===== src/ctrl_pkg.sv =====
package ctrl_pkg;

  typedef enum logic [2:0] {
    st_fetch,
    st_decode,
    st_mem1,
    st_exec1,
    st_exec2,
    st_invalid
  } seq_state_t;

  typedef enum logic [1:0] {
    src_mem_data,
    src_acc,
    src_x,
    src_alu_result
  } data_src_t;

  typedef enum logic {
    addr_pc,
    addr_reg
  } addr_src_t;

  typedef enum logic [1:0] {
    alu_add,
    alu_and,
    alu_or,
    alu_xor
  } alu_op_t;

  typedef enum logic [1:0] {
    carry_keep,
    carry_clear,
    carry_set,
    carry_update
  } carry_act_t;

  typedef struct packed {
    data_src_t  data_src;
    addr_src_t  addr_src;
    logic       load_ir;
    logic       load_acc;
    logic       load_x;
    logic       load_operand;
    logic       load_addr_low;
    logic       load_addr_high;
    logic       inc_pc;
    logic       load_pc;
    logic       mem_we;
    alu_op_t    alu_op;
    logic       invert_b;
    logic       alu_carry_in; // carry flag into the adder for adc and sbc.
    carry_act_t carry_act;
  } ctrl_word_t;

  localparam ctrl_word_t ctrl_idle = '{
    data_src:       src_mem_data,
    addr_src:       addr_pc,
    load_ir:        1'b0,
    load_acc:       1'b0,
    load_x:         1'b0,
    load_operand:   1'b0,
    load_addr_low:  1'b0,
    load_addr_high: 1'b0,
    inc_pc:         1'b0,
    load_pc:        1'b0,
    mem_we:         1'b0,
    alu_op:         alu_add,
    invert_b:       1'b0,
    alu_carry_in:   1'b0,
    carry_act:      carry_keep
  };

endpackage


===== src/isa_pkg.sv =====
package isa_pkg;

  localparam int data_w = 8;
  localparam int addr_w = 16;

  typedef logic [data_w-1:0] data_t;
  typedef logic [addr_w-1:0] addr_t;

  typedef enum logic [7:0] {
    op_ora_imm = 8'h09,
    op_ora_abs = 8'h0D,
    op_clc     = 8'h18,
    op_and_imm = 8'h29,
    op_and_abs = 8'h2D,
    op_sec     = 8'h38,
    op_eor_imm = 8'h49,
    op_jmp_abs = 8'h4C,
    op_eor_abs = 8'h4D,
    op_adc_imm = 8'h69,
    op_adc_abs = 8'h6D,
    op_sta_abs = 8'h8D,
    op_stx_abs = 8'h8E,
    op_ldx_imm = 8'hA2,
    op_lda_imm = 8'hA9,
    op_lda_abs = 8'hAD,
    op_ldx_abs = 8'hAE,
    op_sbc_imm = 8'hE9,
    op_nop     = 8'hEA,
    op_sbc_abs = 8'hED
  } opcode_t;

  typedef enum logic [1:0] {
    mode_imp,
    mode_imm,
    mode_abs
  } addr_mode_t;

  typedef enum logic [2:0] {
    class_load,
    class_store,
    class_arith,
    class_logic,
    class_carry_op,
    class_jump,
    class_nop,
    class_invalid
  } op_class_t;

  typedef enum logic {
    dest_acc,
    dest_x
  } dest_t;

  import ctrl_pkg::*;

  typedef struct packed {
    addr_mode_t addr_mode;
    op_class_t  op_class;
    alu_op_t    alu_op;
    dest_t      dest;      // register for loads and stores.
    logic       invert_b;
    carry_act_t carry_act;
  } decoded_t;

endpackage


===== src/alu.sv =====
`timescale 1ns/1ps

module alu import ctrl_pkg::*, isa_pkg::*; (
  input  alu_op_t op,
  input  data_t   a,
  input  data_t   b,
  input  logic    invert_b,
  input  logic    carry_in,
  output data_t   result,
  output logic    carry_out
);

  data_t             b_eff;
  logic [data_w:0]   sum;

  assign b_eff = invert_b ? ~b : b;
  assign sum   = {1'b0, a} + {1'b0, b_eff} + {{data_w{1'b0}}, carry_in};

  always_comb begin
    result    = sum[data_w-1:0];
    carry_out = carry_in; // logic ops pass it through.
    case (op)
      alu_add: carry_out = sum[data_w];
      alu_and: result    = a & b;
      alu_or:  result    = a | b;
      alu_xor: result    = a ^ b;
      default: result    = sum[data_w-1:0];
    endcase
  end

endmodule


===== src/instr_decoder.sv =====
`timescale 1ns/1ps

module instr_decoder import ctrl_pkg::*, isa_pkg::*; (
  input  data_t    ir,
  output decoded_t dec
);

  always_comb begin
    dec.addr_mode = mode_imp;
    dec.op_class  = class_invalid;
    dec.alu_op    = alu_add;
    dec.dest      = dest_acc;
    dec.invert_b  = 1'b0;
    dec.carry_act = carry_keep;

    case (ir)
      op_lda_imm, op_ldx_imm, op_adc_imm, op_sbc_imm,
      op_and_imm, op_ora_imm, op_eor_imm: dec.addr_mode = mode_imm;
      op_lda_abs, op_ldx_abs, op_adc_abs, op_sbc_abs,
      op_and_abs, op_ora_abs, op_eor_abs,
      op_sta_abs, op_stx_abs, op_jmp_abs: dec.addr_mode = mode_abs;
      default: dec.addr_mode = mode_imp;
    endcase

    case (ir)
      op_lda_imm, op_lda_abs: dec.op_class = class_load;
      op_ldx_imm, op_ldx_abs: begin
        dec.op_class = class_load;
        dec.dest     = dest_x;
      end
      op_sta_abs: dec.op_class = class_store;
      op_stx_abs: begin
        dec.op_class = class_store;
        dec.dest     = dest_x;
      end
      op_adc_imm, op_adc_abs: begin
        dec.op_class  = class_arith;
        dec.carry_act = carry_update;
      end
      op_sbc_imm, op_sbc_abs: begin
        dec.op_class  = class_arith;
        dec.invert_b  = 1'b1; // a + ~m + c.
        dec.carry_act = carry_update;
      end
      op_and_imm, op_and_abs: begin
        dec.op_class = class_logic;
        dec.alu_op   = alu_and;
      end
      op_ora_imm, op_ora_abs: begin
        dec.op_class = class_logic;
        dec.alu_op   = alu_or;
      end
      op_eor_imm, op_eor_abs: begin
        dec.op_class = class_logic;
        dec.alu_op   = alu_xor;
      end
      op_clc: begin
        dec.op_class  = class_carry_op;
        dec.carry_act = carry_clear;
      end
      op_sec: begin
        dec.op_class  = class_carry_op;
        dec.carry_act = carry_set;
      end
      op_jmp_abs: dec.op_class = class_jump;
      op_nop:     dec.op_class = class_nop;
      default:    dec.op_class = class_invalid;
    endcase
  end

endmodule


===== src/control_sequencer.sv =====
`timescale 1ns/1ps

module control_sequencer import ctrl_pkg::*, isa_pkg::*; (
  input  logic       clk,
  input  logic       reset,
  input  data_t      mem_rdata,
  input  decoded_t   dec,
  input  logic       carry,
  output data_t      ir,
  output ctrl_word_t ctrl,
  output logic       halted
);

  seq_state_t state;
  seq_state_t next_state;

  always_ff @(posedge clk) begin
    if (reset) begin
      state <= st_fetch;
      ir    <= op_nop;
    end else begin
      state <= next_state;
      if (ctrl.load_ir) begin
        ir <= mem_rdata;
      end
    end
  end

  always_comb begin
    ctrl       = ctrl_idle;
    next_state = st_invalid;

    case (state)
      st_fetch: begin
        ctrl.load_ir   = 1'b1;
        ctrl.inc_pc    = 1'b1;
        next_state     = st_decode;
      end
      st_decode: begin
        case (dec.op_class)
          class_nop:     next_state = st_fetch;
          class_invalid: next_state = st_invalid;
          default: begin
            if (dec.addr_mode == mode_abs) begin
              ctrl.load_addr_low = 1'b1; // low byte follows the opcode.
              ctrl.inc_pc        = 1'b1;
              next_state         = st_mem1;
            end else begin
              next_state = st_exec1;
            end
          end
        endcase
      end
      st_mem1: begin
        ctrl.load_addr_high = 1'b1;
        ctrl.inc_pc         = 1'b1;
        next_state          = st_exec1;
      end
      st_exec1: begin
        next_state = st_fetch;
        if (dec.addr_mode == mode_abs) begin
          ctrl.addr_src = addr_reg;
        end
        if (dec.addr_mode == mode_imm) begin
          ctrl.inc_pc = 1'b1; // step past the immediate byte.
        end
        case (dec.op_class)
          class_load: begin
            ctrl.load_acc = (dec.dest == dest_acc);
            ctrl.load_x   = (dec.dest == dest_x);
          end
          class_store: begin
            ctrl.data_src = (dec.dest == dest_x) ? src_x : src_acc;
            ctrl.mem_we   = 1'b1;
          end
          class_jump:     ctrl.load_pc   = 1'b1;
          class_carry_op: ctrl.carry_act = dec.carry_act;
          class_arith, class_logic: begin
            ctrl.load_operand = 1'b1;
            next_state        = st_exec2;
          end
          default: next_state = st_invalid;
        endcase
      end
      st_exec2: begin
        ctrl.data_src     = src_alu_result;
        ctrl.load_acc     = 1'b1;
        ctrl.alu_op       = dec.alu_op;
        ctrl.invert_b     = dec.invert_b;
        ctrl.alu_carry_in = (dec.op_class == class_arith) && carry;
        ctrl.carry_act    = dec.carry_act; // keep for logic ops.
        next_state        = st_fetch;
      end
      default: next_state = st_invalid; // sticky until reset.
    endcase
  end

  assign halted = (state == st_invalid);

endmodule


===== src/data_path.sv =====
`timescale 1ns/1ps

module data_path import ctrl_pkg::*, isa_pkg::*; (
  input  logic       clk,
  input  logic       reset,
  input  ctrl_word_t ctrl,
  input  data_t      mem_rdata,
  output data_t      wdata,
  output logic       carry
);

  data_t acc;
  data_t x_reg;
  data_t operand;
  data_t data_bus;
  data_t alu_result;
  logic  alu_carry;

  alu u_alu (
    .op        (ctrl.alu_op),
    .a         (acc),
    .b         (operand),
    .invert_b  (ctrl.invert_b),
    .carry_in  (ctrl.alu_carry_in),
    .result    (alu_result),
    .carry_out (alu_carry)
  );

  always_comb begin
    case (ctrl.data_src)
      src_mem_data:   data_bus = mem_rdata;
      src_acc:        data_bus = acc;
      src_x:          data_bus = x_reg;
      src_alu_result: data_bus = alu_result;
      default:        data_bus = mem_rdata;
    endcase
  end

  always_ff @(posedge clk) begin
    if (reset) begin
      acc   <= '0;
      x_reg <= '0;
      carry <= 1'b0;
    end else begin
      if (ctrl.load_acc) begin
        acc <= data_bus;
      end
      if (ctrl.load_x) begin
        x_reg <= data_bus;
      end
      case (ctrl.carry_act)
        carry_clear:  carry <= 1'b0;
        carry_set:    carry <= 1'b1;
        carry_update: carry <= alu_carry;
        default:      carry <= carry;
      endcase
    end
  end

  always_ff @(posedge clk) begin
    if (ctrl.load_operand) begin
      operand <= data_bus; // b side of the alu.
    end
  end

  assign wdata = (ctrl.data_src == src_x) ? x_reg : acc;

endmodule


===== src/address_unit.sv =====
`timescale 1ns/1ps

module address_unit import ctrl_pkg::*, isa_pkg::*; (
  input  logic       clk,
  input  logic       reset,
  input  ctrl_word_t ctrl,
  input  data_t      mem_rdata,
  output addr_t      mem_addr
);

  addr_t pc;
  data_t addr_low;
  data_t addr_high;
  addr_t addr_regs;

  assign addr_regs = {addr_high, addr_low};

  always_ff @(posedge clk) begin
    if (reset) begin
      pc <= '0;
    end else if (ctrl.load_pc) begin
      pc <= addr_regs; // jmp target.
    end else if (ctrl.inc_pc) begin
      pc <= pc + 1'b1;
    end
  end

  always_ff @(posedge clk) begin
    if (ctrl.load_addr_low) begin
      addr_low <= mem_rdata;
    end
    if (ctrl.load_addr_high) begin
      addr_high <= mem_rdata;
    end
  end

  always_comb begin
    case (ctrl.addr_src)
      addr_reg: mem_addr = addr_regs;
      default:  mem_addr = pc;
    endcase
  end

endmodule


===== src/cpu_top.sv =====
`timescale 1ns/1ps

module cpu_top import ctrl_pkg::*, isa_pkg::*; (
  input  logic  clk,
  input  logic  reset,
  output addr_t mem_addr,
  input  data_t mem_rdata,
  output data_t mem_wdata,
  output logic  mem_we,
  output logic  halted
);

  data_t      ir;
  decoded_t   dec;
  ctrl_word_t ctrl;
  logic       carry;

  control_sequencer u_seq (
    .clk       (clk),
    .reset     (reset),
    .mem_rdata (mem_rdata),
    .dec       (dec),
    .carry     (carry),
    .ir        (ir),
    .ctrl      (ctrl),
    .halted    (halted)
  );

  instr_decoder u_dec (
    .ir  (ir),
    .dec (dec)
  );

  data_path u_dp (
    .clk       (clk),
    .reset     (reset),
    .ctrl      (ctrl),
    .mem_rdata (mem_rdata),
    .wdata     (mem_wdata),
    .carry     (carry)
  );

  address_unit u_au (
    .clk       (clk),
    .reset     (reset),
    .ctrl      (ctrl),
    .mem_rdata (mem_rdata),
    .mem_addr  (mem_addr)
  );

  assign mem_we = ctrl.mem_we;

endmodule


===== config.mk =====
export PLATFORM = sky130hd
export DESIGN_NAME = cpu_top
export DESIGN_NICKNAME = d
export VERILOG_FILES = /design/src/ctrl_pkg.sv /design/src/isa_pkg.sv /design/src/alu.sv /design/src/instr_decoder.sv /design/src/control_sequencer.sv /design/src/data_path.sv /design/src/address_unit.sv /design/src/cpu_top.sv
export SDC_FILE = /design/constraint.sdc
export NUM_CORES = 1
export LEC_CHECK = 0
export ABC_CLOCK_PERIOD_IN_PS = 8250
export BUFFER_PORTS_ARGS = -buffer_cell sky130_fd_sc_hd__buf_4
export CAP_MARGIN = 40
export CORE_UTILIZATION = 60
export DETAILED_ROUTE_END_ITERATION = 6
export PLACE_DENSITY = 0.85
export SYNTH_ARGS = -nofsm -noshare
export SYNTH_HDL_FRONTEND = slang
export SYNTH_SLANG_ARGS = --single-unit
export TNS_END_PERCENT = 20

===== constraint.sdc =====
create_clock -name clk -period 8.25 [get_ports clk]
set_input_delay 0.4125 -clock clk [delete_from_list [all_inputs] [get_ports clk]]
set_output_delay 0.4125 -clock clk [all_outputs]
set_load 0.005 [all_outputs]

==> impl_metrics.prom, run 1 <==
# TYPE chip_impl_metric gauge
chip_impl_info{name="status",value="complete, no violations"} 1
chip_impl_metric{name="worst_setup_hold_path_clk_slew",unit="ps"} 90
chip_impl_metric{name="grt_first_pass_wirelength",unit="um"} 21400
chip_impl_metric{name="core",unit="um2"} 7370
chip_impl_metric{name="post_cts.resized_instances",unit=""} 0
chip_impl_metric{name="grt_antenna_before_repair",unit=""} 0
chip_impl_metric{name="mappedNetlistArea",unit="um2"} 4650
chip_impl_metric{name="cts_sinks",unit=""} 68
chip_impl_info{name="root_buffer",value="clkbuf_8"} 1
chip_impl_metric{name="wire_per_inst",unit="um"} 19.7
chip_impl_metric{name="drive_gt1_share",unit="%"} 15.1
chip_impl_info{name="cts_tree",value="done"} 1
chip_impl_metric{name="p_per_area",unit="nW/um2"} 178
chip_impl_info{name="synth.top_cells.by_area",value="dfxtp_1, edfxtp_1, ha_1"} 1
chip_impl_metric{name="synth_cell_types",unit=""} 66
chip_impl_metric{name="ioPinCount",unit=""} 36
chip_impl_metric{name="cells_after_synthesis",unit=""} 544
chip_impl_metric{name="via_count",unit=""} 4366
chip_impl_metric{name="post_cts_buffers",unit=""} 0
chip_impl_info{name="synth_largest_area_cell",value="dfxtp_1"} 1
chip_impl_metric{name="finalHoldViolCount",unit=""} 0
chip_impl_metric{name="report.power.total",unit="W"} 0.000913
chip_impl_metric{name="syn_to_final_growth",unit="%"} 10.1
chip_impl_metric{name="final-max-slew-violation-count",unit=""} 0
chip_impl_metric{name="report.final.setup_viol",unit=""} 0
chip_impl_metric{name="synthArstFlopShare",unit="%"} 0
chip_impl_metric{name="die_x",unit="um"} 90.1
chip_impl_metric{name="synthesis.nets",unit=""} 580
chip_impl_metric{name="peakVddDrop",unit="V"} 0.000118
chip_impl_metric{name="totalNegativeSetupSlack",unit="ps"} 0
chip_impl_metric{name="dp_hpwl",unit="um"} 9180
chip_impl_metric{name="hold-worst-slack",unit="ps"} 277
chip_impl_metric{name="drtAntennaViolNets",unit=""} 0
chip_impl_metric{name="count_of_port_buffers_added_during_placement",unit=""} 35
chip_impl_metric{name="htreeDepth",unit=""} 3
chip_impl_metric{name="grt_start_max_net_pins",unit=""} 32
chip_impl_metric{name="post-route-drc-count",unit=""} 0
chip_impl_metric{name="total_leakage_power",unit="nW"} 1.95
chip_impl_metric{name="ys_ff_latch",unit=""} 68
chip_impl_metric{name="synth_enable_flop_cells",unit=""} 24
chip_impl_info{name="crit_type",value="flip-flop to flip-flop"} 1
chip_impl_metric{name="yosysWarnings",unit=""} 0
chip_impl_metric{name="max_freq",unit="MHz"} 225
chip_impl_metric{name="postCtsHoldBufs",unit=""} 0
chip_impl_metric{name="fin_nets",unit=""} 593
chip_impl_metric{name="timing.critical_path.arrival",unit="ps"} 4550
chip_impl_info{name="synth_flop_cell",value="dfxtp_1"} 1
chip_impl_metric{name="antenna_cells",unit=""} 0
chip_impl_metric{name="synth-seq-area-share",unit="%"} 34.4
chip_impl_metric{name="initialDrtViolationCount",unit=""} 427
chip_impl_metric{name="synth_top_cell_area_share",unit="%"} 18.9
chip_impl_metric{name="final.period_utilization",unit="%"} 53.9
chip_impl_metric{name="period_needed",unit="ps"} 4450
chip_impl_metric{name="finClkSkew",unit="ps"} 17.0
chip_impl_metric{name="timing.max_cap.violations",unit=""} 0
chip_impl_info{name="grt_setup_unrepaired",value="false"} 1
chip_impl_metric{name="worstSkewPairLatency",unit="ps"} 370
chip_impl_metric{name="timing.critical_path.fanout_max",unit=""} 18
chip_impl_metric{name="core.rowCount",unit=""} 31
chip_impl_metric{name="global_route.overflow_total",unit=""} 0
chip_impl_metric{name="firstDrtPassIters",unit=""} 5
chip_impl_metric{name="effective_utilization_at_floorplan",unit="%"} 63.1
chip_impl_info{name="registers.top_by_ff_count",value="u_au.pc"} 1
chip_impl_metric{name="worstPathRequired",unit="ps"} 8350
chip_impl_info{name="mostFrequentLayoutCell",value="nand2_1"} 1
chip_impl_info{name="endpoint_kind",value="flip-flop"} 1
chip_impl_info{name="worst_setup_path_start_kind",value="flip-flop"} 1
chip_impl_metric{name="numCtsBuffers",unit=""} 9
chip_impl_metric{name="synthesis.area_per_instance",unit="um2"} 8.55
chip_impl_info{name="hold_class",value="primary input to flip-flop"} 1
chip_impl_metric{name="route.final.wire_length",unit="um"} 13000
chip_impl_metric{name="grtUsageTotal",unit="%"} 33.4
chip_impl_metric{name="via_count_of_the_first_global_routing_pass",unit=""} 4098
chip_impl_metric{name="worst_pin_slew",unit="ps"} 841
chip_impl_metric{name="vias_per_cell",unit=""} 6.61
chip_impl_metric{name="finish.utilization",unit="%"} 69.5
chip_impl_metric{name="timing.slew.headroom",unit="%"} 43.7
chip_impl_info{name="most-common-layout-cells",value="nand2_1, dfxtp_1, buf_4"} 1
chip_impl_metric{name="floorplan.die_area",unit="um2"} 8110
chip_impl_metric{name="cts_max_path_buffers",unit=""} 2
chip_impl_metric{name="die_height",unit="um"} 90.1
chip_impl_metric{name="place_congestion",unit=""} 0.948
chip_impl_metric{name="largest_register_ff_count",unit=""} 16
logic make-up after synthesis:
| family | Yosys count | share of synthesized area (%) |
|---|---|---|
| and+or+nand+nor | 194 | 21.5 |
| AOI/OAI and AO/OA | 148 | 22.2 |
| buffers and inverters | 70 | 6.32 |
| DFF | 68 | 34.4 |
| adders and majority gates | 26 | 7.31 |
| muxes | 23 | 5.40 |
| xor gates and xnor gates | 15 | 2.82 |
worst paths after layout:
check	start	endpoint	slack [ps]	depth (start not counted)
max reg2reg	u_seq.ir[5]	u_dp.operand[4]	3800	13
min	mem_rdata[3]	u_au.addr_low[3]	280	1
max	u_seq.ir[5]	u_dp.operand[4]	3800	13
min reg2reg	u_dp.x_reg[1]	u_dp.x_reg[1]	490	2
metrics by stage:
stage               instance area, um2  instances  worst slack (ps)
floorplan                         4650        544              4360
global placement                  4880        641              3970
detailed placement                4920        645              3840
CTS                               5120        661              3830
global route                      5120        661              3520
finish                            5120        661              3800
cell type report:
class                   instances  area (um2)
clock buffers                   9         124
fillers                       622        2240
inverters                      31         116
clock inverters                 7        83.8
repair buffers                 41         313
multi-input cells             406        2760
flip-flops and latches         68        1600
well taps                      99         124
report_power, final:
group / switching, W / total, W / internal, W / leakage, nW
clock network: 0.000155 / 0.000299 / 0.000145 / 0.102
registers: 0.0000408 / 0.000406 / 0.000365 / 0.574
logic: 0.000122 / 0.000207 / 0.0000851 / 1.27
total: 0.000318 / 0.000913 / 0.000595 / 1.95
synthesized netlist by cell type (4+ instances only):
| master | count |
|---|---|
| mux2_2 | 17 |
| nor2_1 | 38 |
| nor3_1 | 14 |
| xnor2_1 | 14 |
| a21oi_1 | 22 |
| inv_1 | 31 |
| o22ai_1 | 5 |
| a31oi_1 | 6 |
| and3_1 | 6 |
| o311ai_0 | 4 |
| o21ai_0 | 36 |
| clkbuf_1 | 22 |
| dfxtp_1 | 44 |
| or4_1 | 9 |
| nor2b_1 | 4 |
| edfxtp_1 | 24 |
| nand3_1 | 19 |
| nand4_1 | 7 |
| nor4_1 | 6 |
| o31ai_1 | 10 |
| or3_1 | 7 |
| mux2i_1 | 6 |
| buf_2 | 13 |
| a221oi_1 | 5 |
| ha_1 | 24 |
| nand2_1 | 52 |
| nand2b_1 | 8 |
| a311oi_1 | 11 |
| o211ai_1 | 8 |
| a211oi_1 | 9 |
| and2_1 | 6 |
worst max-delay path, cell delays in order, from the launching register on:
cell      delay, ps
dfxtp_1         740
or3b_2          510
or4_1           430
o21a_1          230
a31oi_1         210
nand3_1         130
fa_1            410
fa_1            410
nand2b_1        160
a21oi_1         210
xnor2_1         160
a221oi_1        100
a211oi_1        350
a21oi_1         130
per-layer routing:
layer	global-route usage, %	share of wire, %	wire [um]	vias up
li1	-	-	-	2056
met1	42.6	41	5370	2085
met2	54.8	48	6270	194
met3	6.18	7.7	996	31
met4	15.5	2.9	377	0
met5	0	0	0	-
(Power assumes the default switching activity.)
==> run 2: changes to the inputs <==
ABC_AREA = 1   (was unset)
ABC_CLOCK_PERIOD_IN_PS = 4500   (was 8250)
clock period = 4.5 ns   (was 8.25 ns; I/O delays follow)
==> run 2 against run 1 <==
- hold slack got worse by 170 ps
- clock skew fell by 2.5 ps
- final area rose by 3.2%
- sequential share of layout area fell by 0.96 points
- power rose to 2.7 times the previous value
- largest cell class unchanged
- die area rose by 2.4%
==> impl_metrics.prom, run 2 <==
# TYPE chip_impl_metric gauge
chip_impl_metric{name="totalNegativeSetupSlack",unit="ps"} 0
chip_impl_metric{name="worstSkewPairLatency",unit="ps"} 350
chip_impl_metric{name="max_freq",unit="MHz"} 270
chip_impl_metric{name="worst_pin_slew",unit="ps"} 837
chip_impl_metric{name="synth_top_cell_area_share",unit="%"} 18.5
chip_impl_metric{name="worst_setup_hold_path_clk_slew",unit="ps"} 80
chip_impl_info{name="status",value="complete, no violations"} 1
chip_impl_metric{name="initialDrtViolationCount",unit=""} 333
chip_impl_info{name="synth_largest_area_cell",value="dfxtp_1"} 1
chip_impl_info{name="crit_type",value="flip-flop to flip-flop"} 1
chip_impl_metric{name="post_cts_buffers",unit=""} 0
chip_impl_metric{name="finalHoldViolCount",unit=""} 0
chip_impl_metric{name="synth_cell_types",unit=""} 41
chip_impl_metric{name="pre_cts_ws",unit="ps"} 842
chip_impl_info{name="launch_point_of_the_worst_hold_path",value="mem_rdata[7]"} 1
chip_impl_metric{name="antenna_cells",unit=""} 0
chip_impl_info{name="cts_tree",value="done"} 1
chip_impl_info{name="synth_flop_cell",value="dfxtp_1"} 1
chip_impl_metric{name="via_count_of_the_first_global_routing_pass",unit=""} 4613
chip_impl_metric{name="synthArstFlopShare",unit="%"} 0
chip_impl_metric{name="wire_per_inst",unit="um"} 15.9
chip_impl_metric{name="cts_max_path_buffers",unit=""} 2
chip_impl_info{name="hold_class",value="primary input to flip-flop"} 1
chip_impl_metric{name="ioPinCount",unit=""} 36
chip_impl_metric{name="htreeDepth",unit=""} 3
chip_impl_info{name="worstReg2RegStart",value="u_seq.state[2]"} 1
chip_impl_metric{name="floorplan.die_area",unit="um2"} 8310
chip_impl_metric{name="finClkSkew",unit="ps"} 14.5
chip_impl_info{name="grt_setup_unrepaired",value="false"} 1
chip_impl_metric{name="route.final.wire_length",unit="um"} 12800
chip_impl_metric{name="finish.utilization",unit="%"} 68.4
chip_impl_metric{name="peakVddDrop",unit="V"} 0.000299
chip_impl_metric{name="drtAntennaViolNets",unit=""} 0
chip_impl_metric{name="synthesis.nets",unit=""} 702
chip_impl_metric{name="via_count",unit=""} 4704
chip_impl_info{name="endpoint_kind",value="flip-flop"} 1
chip_impl_metric{name="timing.slew.headroom",unit="%"} 44.2
chip_impl_metric{name="mappedNetlistArea",unit="um2"} 4770
chip_impl_info{name="most-common-layout-cells",value="nand2_1, inv_1, o21ai_0"} 1
chip_impl_metric{name="post_cts.resized_instances",unit=""} 0
chip_impl_metric{name="count_of_port_buffers_added_during_placement",unit=""} 35
chip_impl_metric{name="cts_sinks",unit=""} 68
chip_impl_metric{name="effective_utilization_at_floorplan",unit="%"} 61.7
chip_impl_metric{name="firstDrtPassIters",unit=""} 5
chip_impl_metric{name="total_leakage_power",unit="nW"} 2.36
chip_impl_metric{name="die_x",unit="um"} 91.2
chip_impl_metric{name="hold-worst-slack",unit="ps"} 104
chip_impl_info{name="critPathLaunch",value="u_seq.state[2]"} 1
chip_impl_metric{name="final.period_utilization",unit="%"} 82.3
chip_impl_metric{name="final-max-slew-violation-count",unit=""} 0
chip_impl_metric{name="timing.max_cap.violations",unit=""} 0
chip_impl_metric{name="synthesis.area_per_instance",unit="um2"} 7.16
chip_impl_info{name="mostFrequentLayoutCell",value="nand2_1"} 1
chip_impl_metric{name="place_congestion",unit=""} 0.916
chip_impl_metric{name="report.final.setup_viol",unit=""} 0
chip_impl_metric{name="timing.critical_path.fanout_max",unit=""} 13
chip_impl_metric{name="syn_to_final_growth",unit="%"} 10.9
chip_impl_metric{name="dp_hpwl",unit="um"} 9400
chip_impl_metric{name="drive_gt1_share",unit="%"} 12.9
chip_impl_metric{name="die_height",unit="um"} 91.2
chip_impl_metric{name="grt_first_pass_wirelength",unit="um"} 20900
chip_impl_metric{name="postCtsHoldBufs",unit=""} 0
chip_impl_info{name="post-synth-top-count-cell",value="nand2_1"} 1
chip_impl_metric{name="fin_nets",unit=""} 731
chip_impl_metric{name="synth-seq-area-share",unit="%"} 33.6
chip_impl_metric{name="grt_start_max_net_pins",unit=""} 44
chip_impl_metric{name="p_per_area",unit="nW/um2"} 470
chip_impl_metric{name="worst_slack",unit="ps"} 797
chip_impl_info{name="worst_setup_path_start_kind",value="flip-flop"} 1
chip_impl_metric{name="cells_after_synthesis",unit=""} 666
chip_impl_metric{name="period_needed",unit="ps"} 3700
chip_impl_metric{name="post-route-drc-count",unit=""} 0
chip_impl_metric{name="core.rowCount",unit=""} 32
chip_impl_metric{name="grtUsageTotal",unit="%"} 31.7
chip_impl_info{name="root_buffer",value="clkbuf_8"} 1
chip_impl_metric{name="worstPathRequired",unit="ps"} 4740
chip_impl_metric{name="ys_ff_latch",unit=""} 68
chip_impl_metric{name="global_route.overflow_total",unit=""} 0
chip_impl_metric{name="grt_antenna_before_repair",unit=""} 0
chip_impl_metric{name="vias_per_cell",unit=""} 5.87
chip_impl_metric{name="timing.critical_path.arrival",unit="ps"} 3940
chip_impl_info{name="registers.top_by_ff_count",value="u_au.pc"} 1
chip_impl_info{name="yosys-top-cells-count",value="nand2_1, inv_1, o21ai_0"} 1
chip_impl_metric{name="numCtsBuffers",unit=""} 9
chip_impl_metric{name="yosysWarnings",unit=""} 0
chip_impl_metric{name="synth_enable_flop_cells",unit=""} 24
chip_impl_metric{name="largest_register_ff_count",unit=""} 16
chip_impl_info{name="synth.top_cells.by_area",value="dfxtp_1, edfxtp_1, nand2_1"} 1
chip_impl_metric{name="core",unit="um2"} 7730
-- run 2: cell count changes after synthesis, moves of 17 or more --
cell	previous run	this run
a21oi_1	22	39
nand3_1	19	37
mux2_2	17	0
o21ai_0	36	74
nand4_1	7	26
nor2_1	38	63
nand2_1	52	133
inv_1	31	93
-- run 2: worst max-delay path, stage by stage, from the launching register on --
cell	delay, ps
dfxtp_1	440
inv_1	110
nor2_2	480
inv_1	300
nor3_1	280
nand4_1	190
fa_1	440
fa_1	420
inv_1	90
nand4_1	90
o211ai_1	140
xnor2_1	150
nand2_1	70
nand3_1	140
nand4_1	120
nand2_1	100
inv_1	40
-- run 2: cell type report --
class                           instances  area [um2]
Clock buffer                            9         124
Clock inverter                          7        73.8
Fill cell                             677        2440
Inverter                               97         364
Multi-Input combinational cell        480        2700
Sequential cell                        68        1600
Tap cell                              102         128
Timing Repair Buffer                   39         300
-- run 2: logic make-up (layout without fill, tap and decap cells) --
group / count (synthesis) / count (layout) / synth area share (%)
buffers and inverters: 118 / 152 / 9.89
adders and majority gates: 26 / 26 / 7.14
xor gates and xnor gates: 23 / 23 / 4.22
and+or+nand+nor: 292 / 292 / 29.0
muxes: 1 / 1 / 0.210
DFF: 68 / 68 / 33.6
AOI/OAI and AO/OA: 138 / 138 / 16.0
-- run 2: metrics by stage --
step,total power [W],instances,cell area (um2)
after CTS,0.00247,801,5270
after detailed placement,0.00195,785,5070
final,0.00248,802,5290
after global placement,0.00190,784,5070
after floorplan,0.00164,666,4770
after global routing,0.00265,802,5290
-- run 2: routing by layer --
metal,up-vias,wire (um),global-route usage [%]
li1,2268,-,-
met1,2200,5160,38.2
met2,196,6350,54.7
met3,40,832,5.61
met4,0,416,15.1
met5,-,0,0
-- run 2: where the power goes --
group          switching [W]  internal, W  total, W
clock network       0.000252     0.000259  0.000510
logic               0.000721     0.000369   0.00109
registers           0.000130     0.000753  0.000883
-- run 2: path summary, 6_finish.rpt --
| kind | endpoint | slack [ps] | cells past startpoint |
|---|---|---|---|
| setup / recovery | u_dp.x_reg[6] | 800 | 16 |
| hold / removal | u_au.addr_high[7] | 100 | 1 |
| setup reg to reg | u_dp.x_reg[6] | 800 | 16 |
| hold reg to reg | u_seq.ir[2] | 540 | 2 |
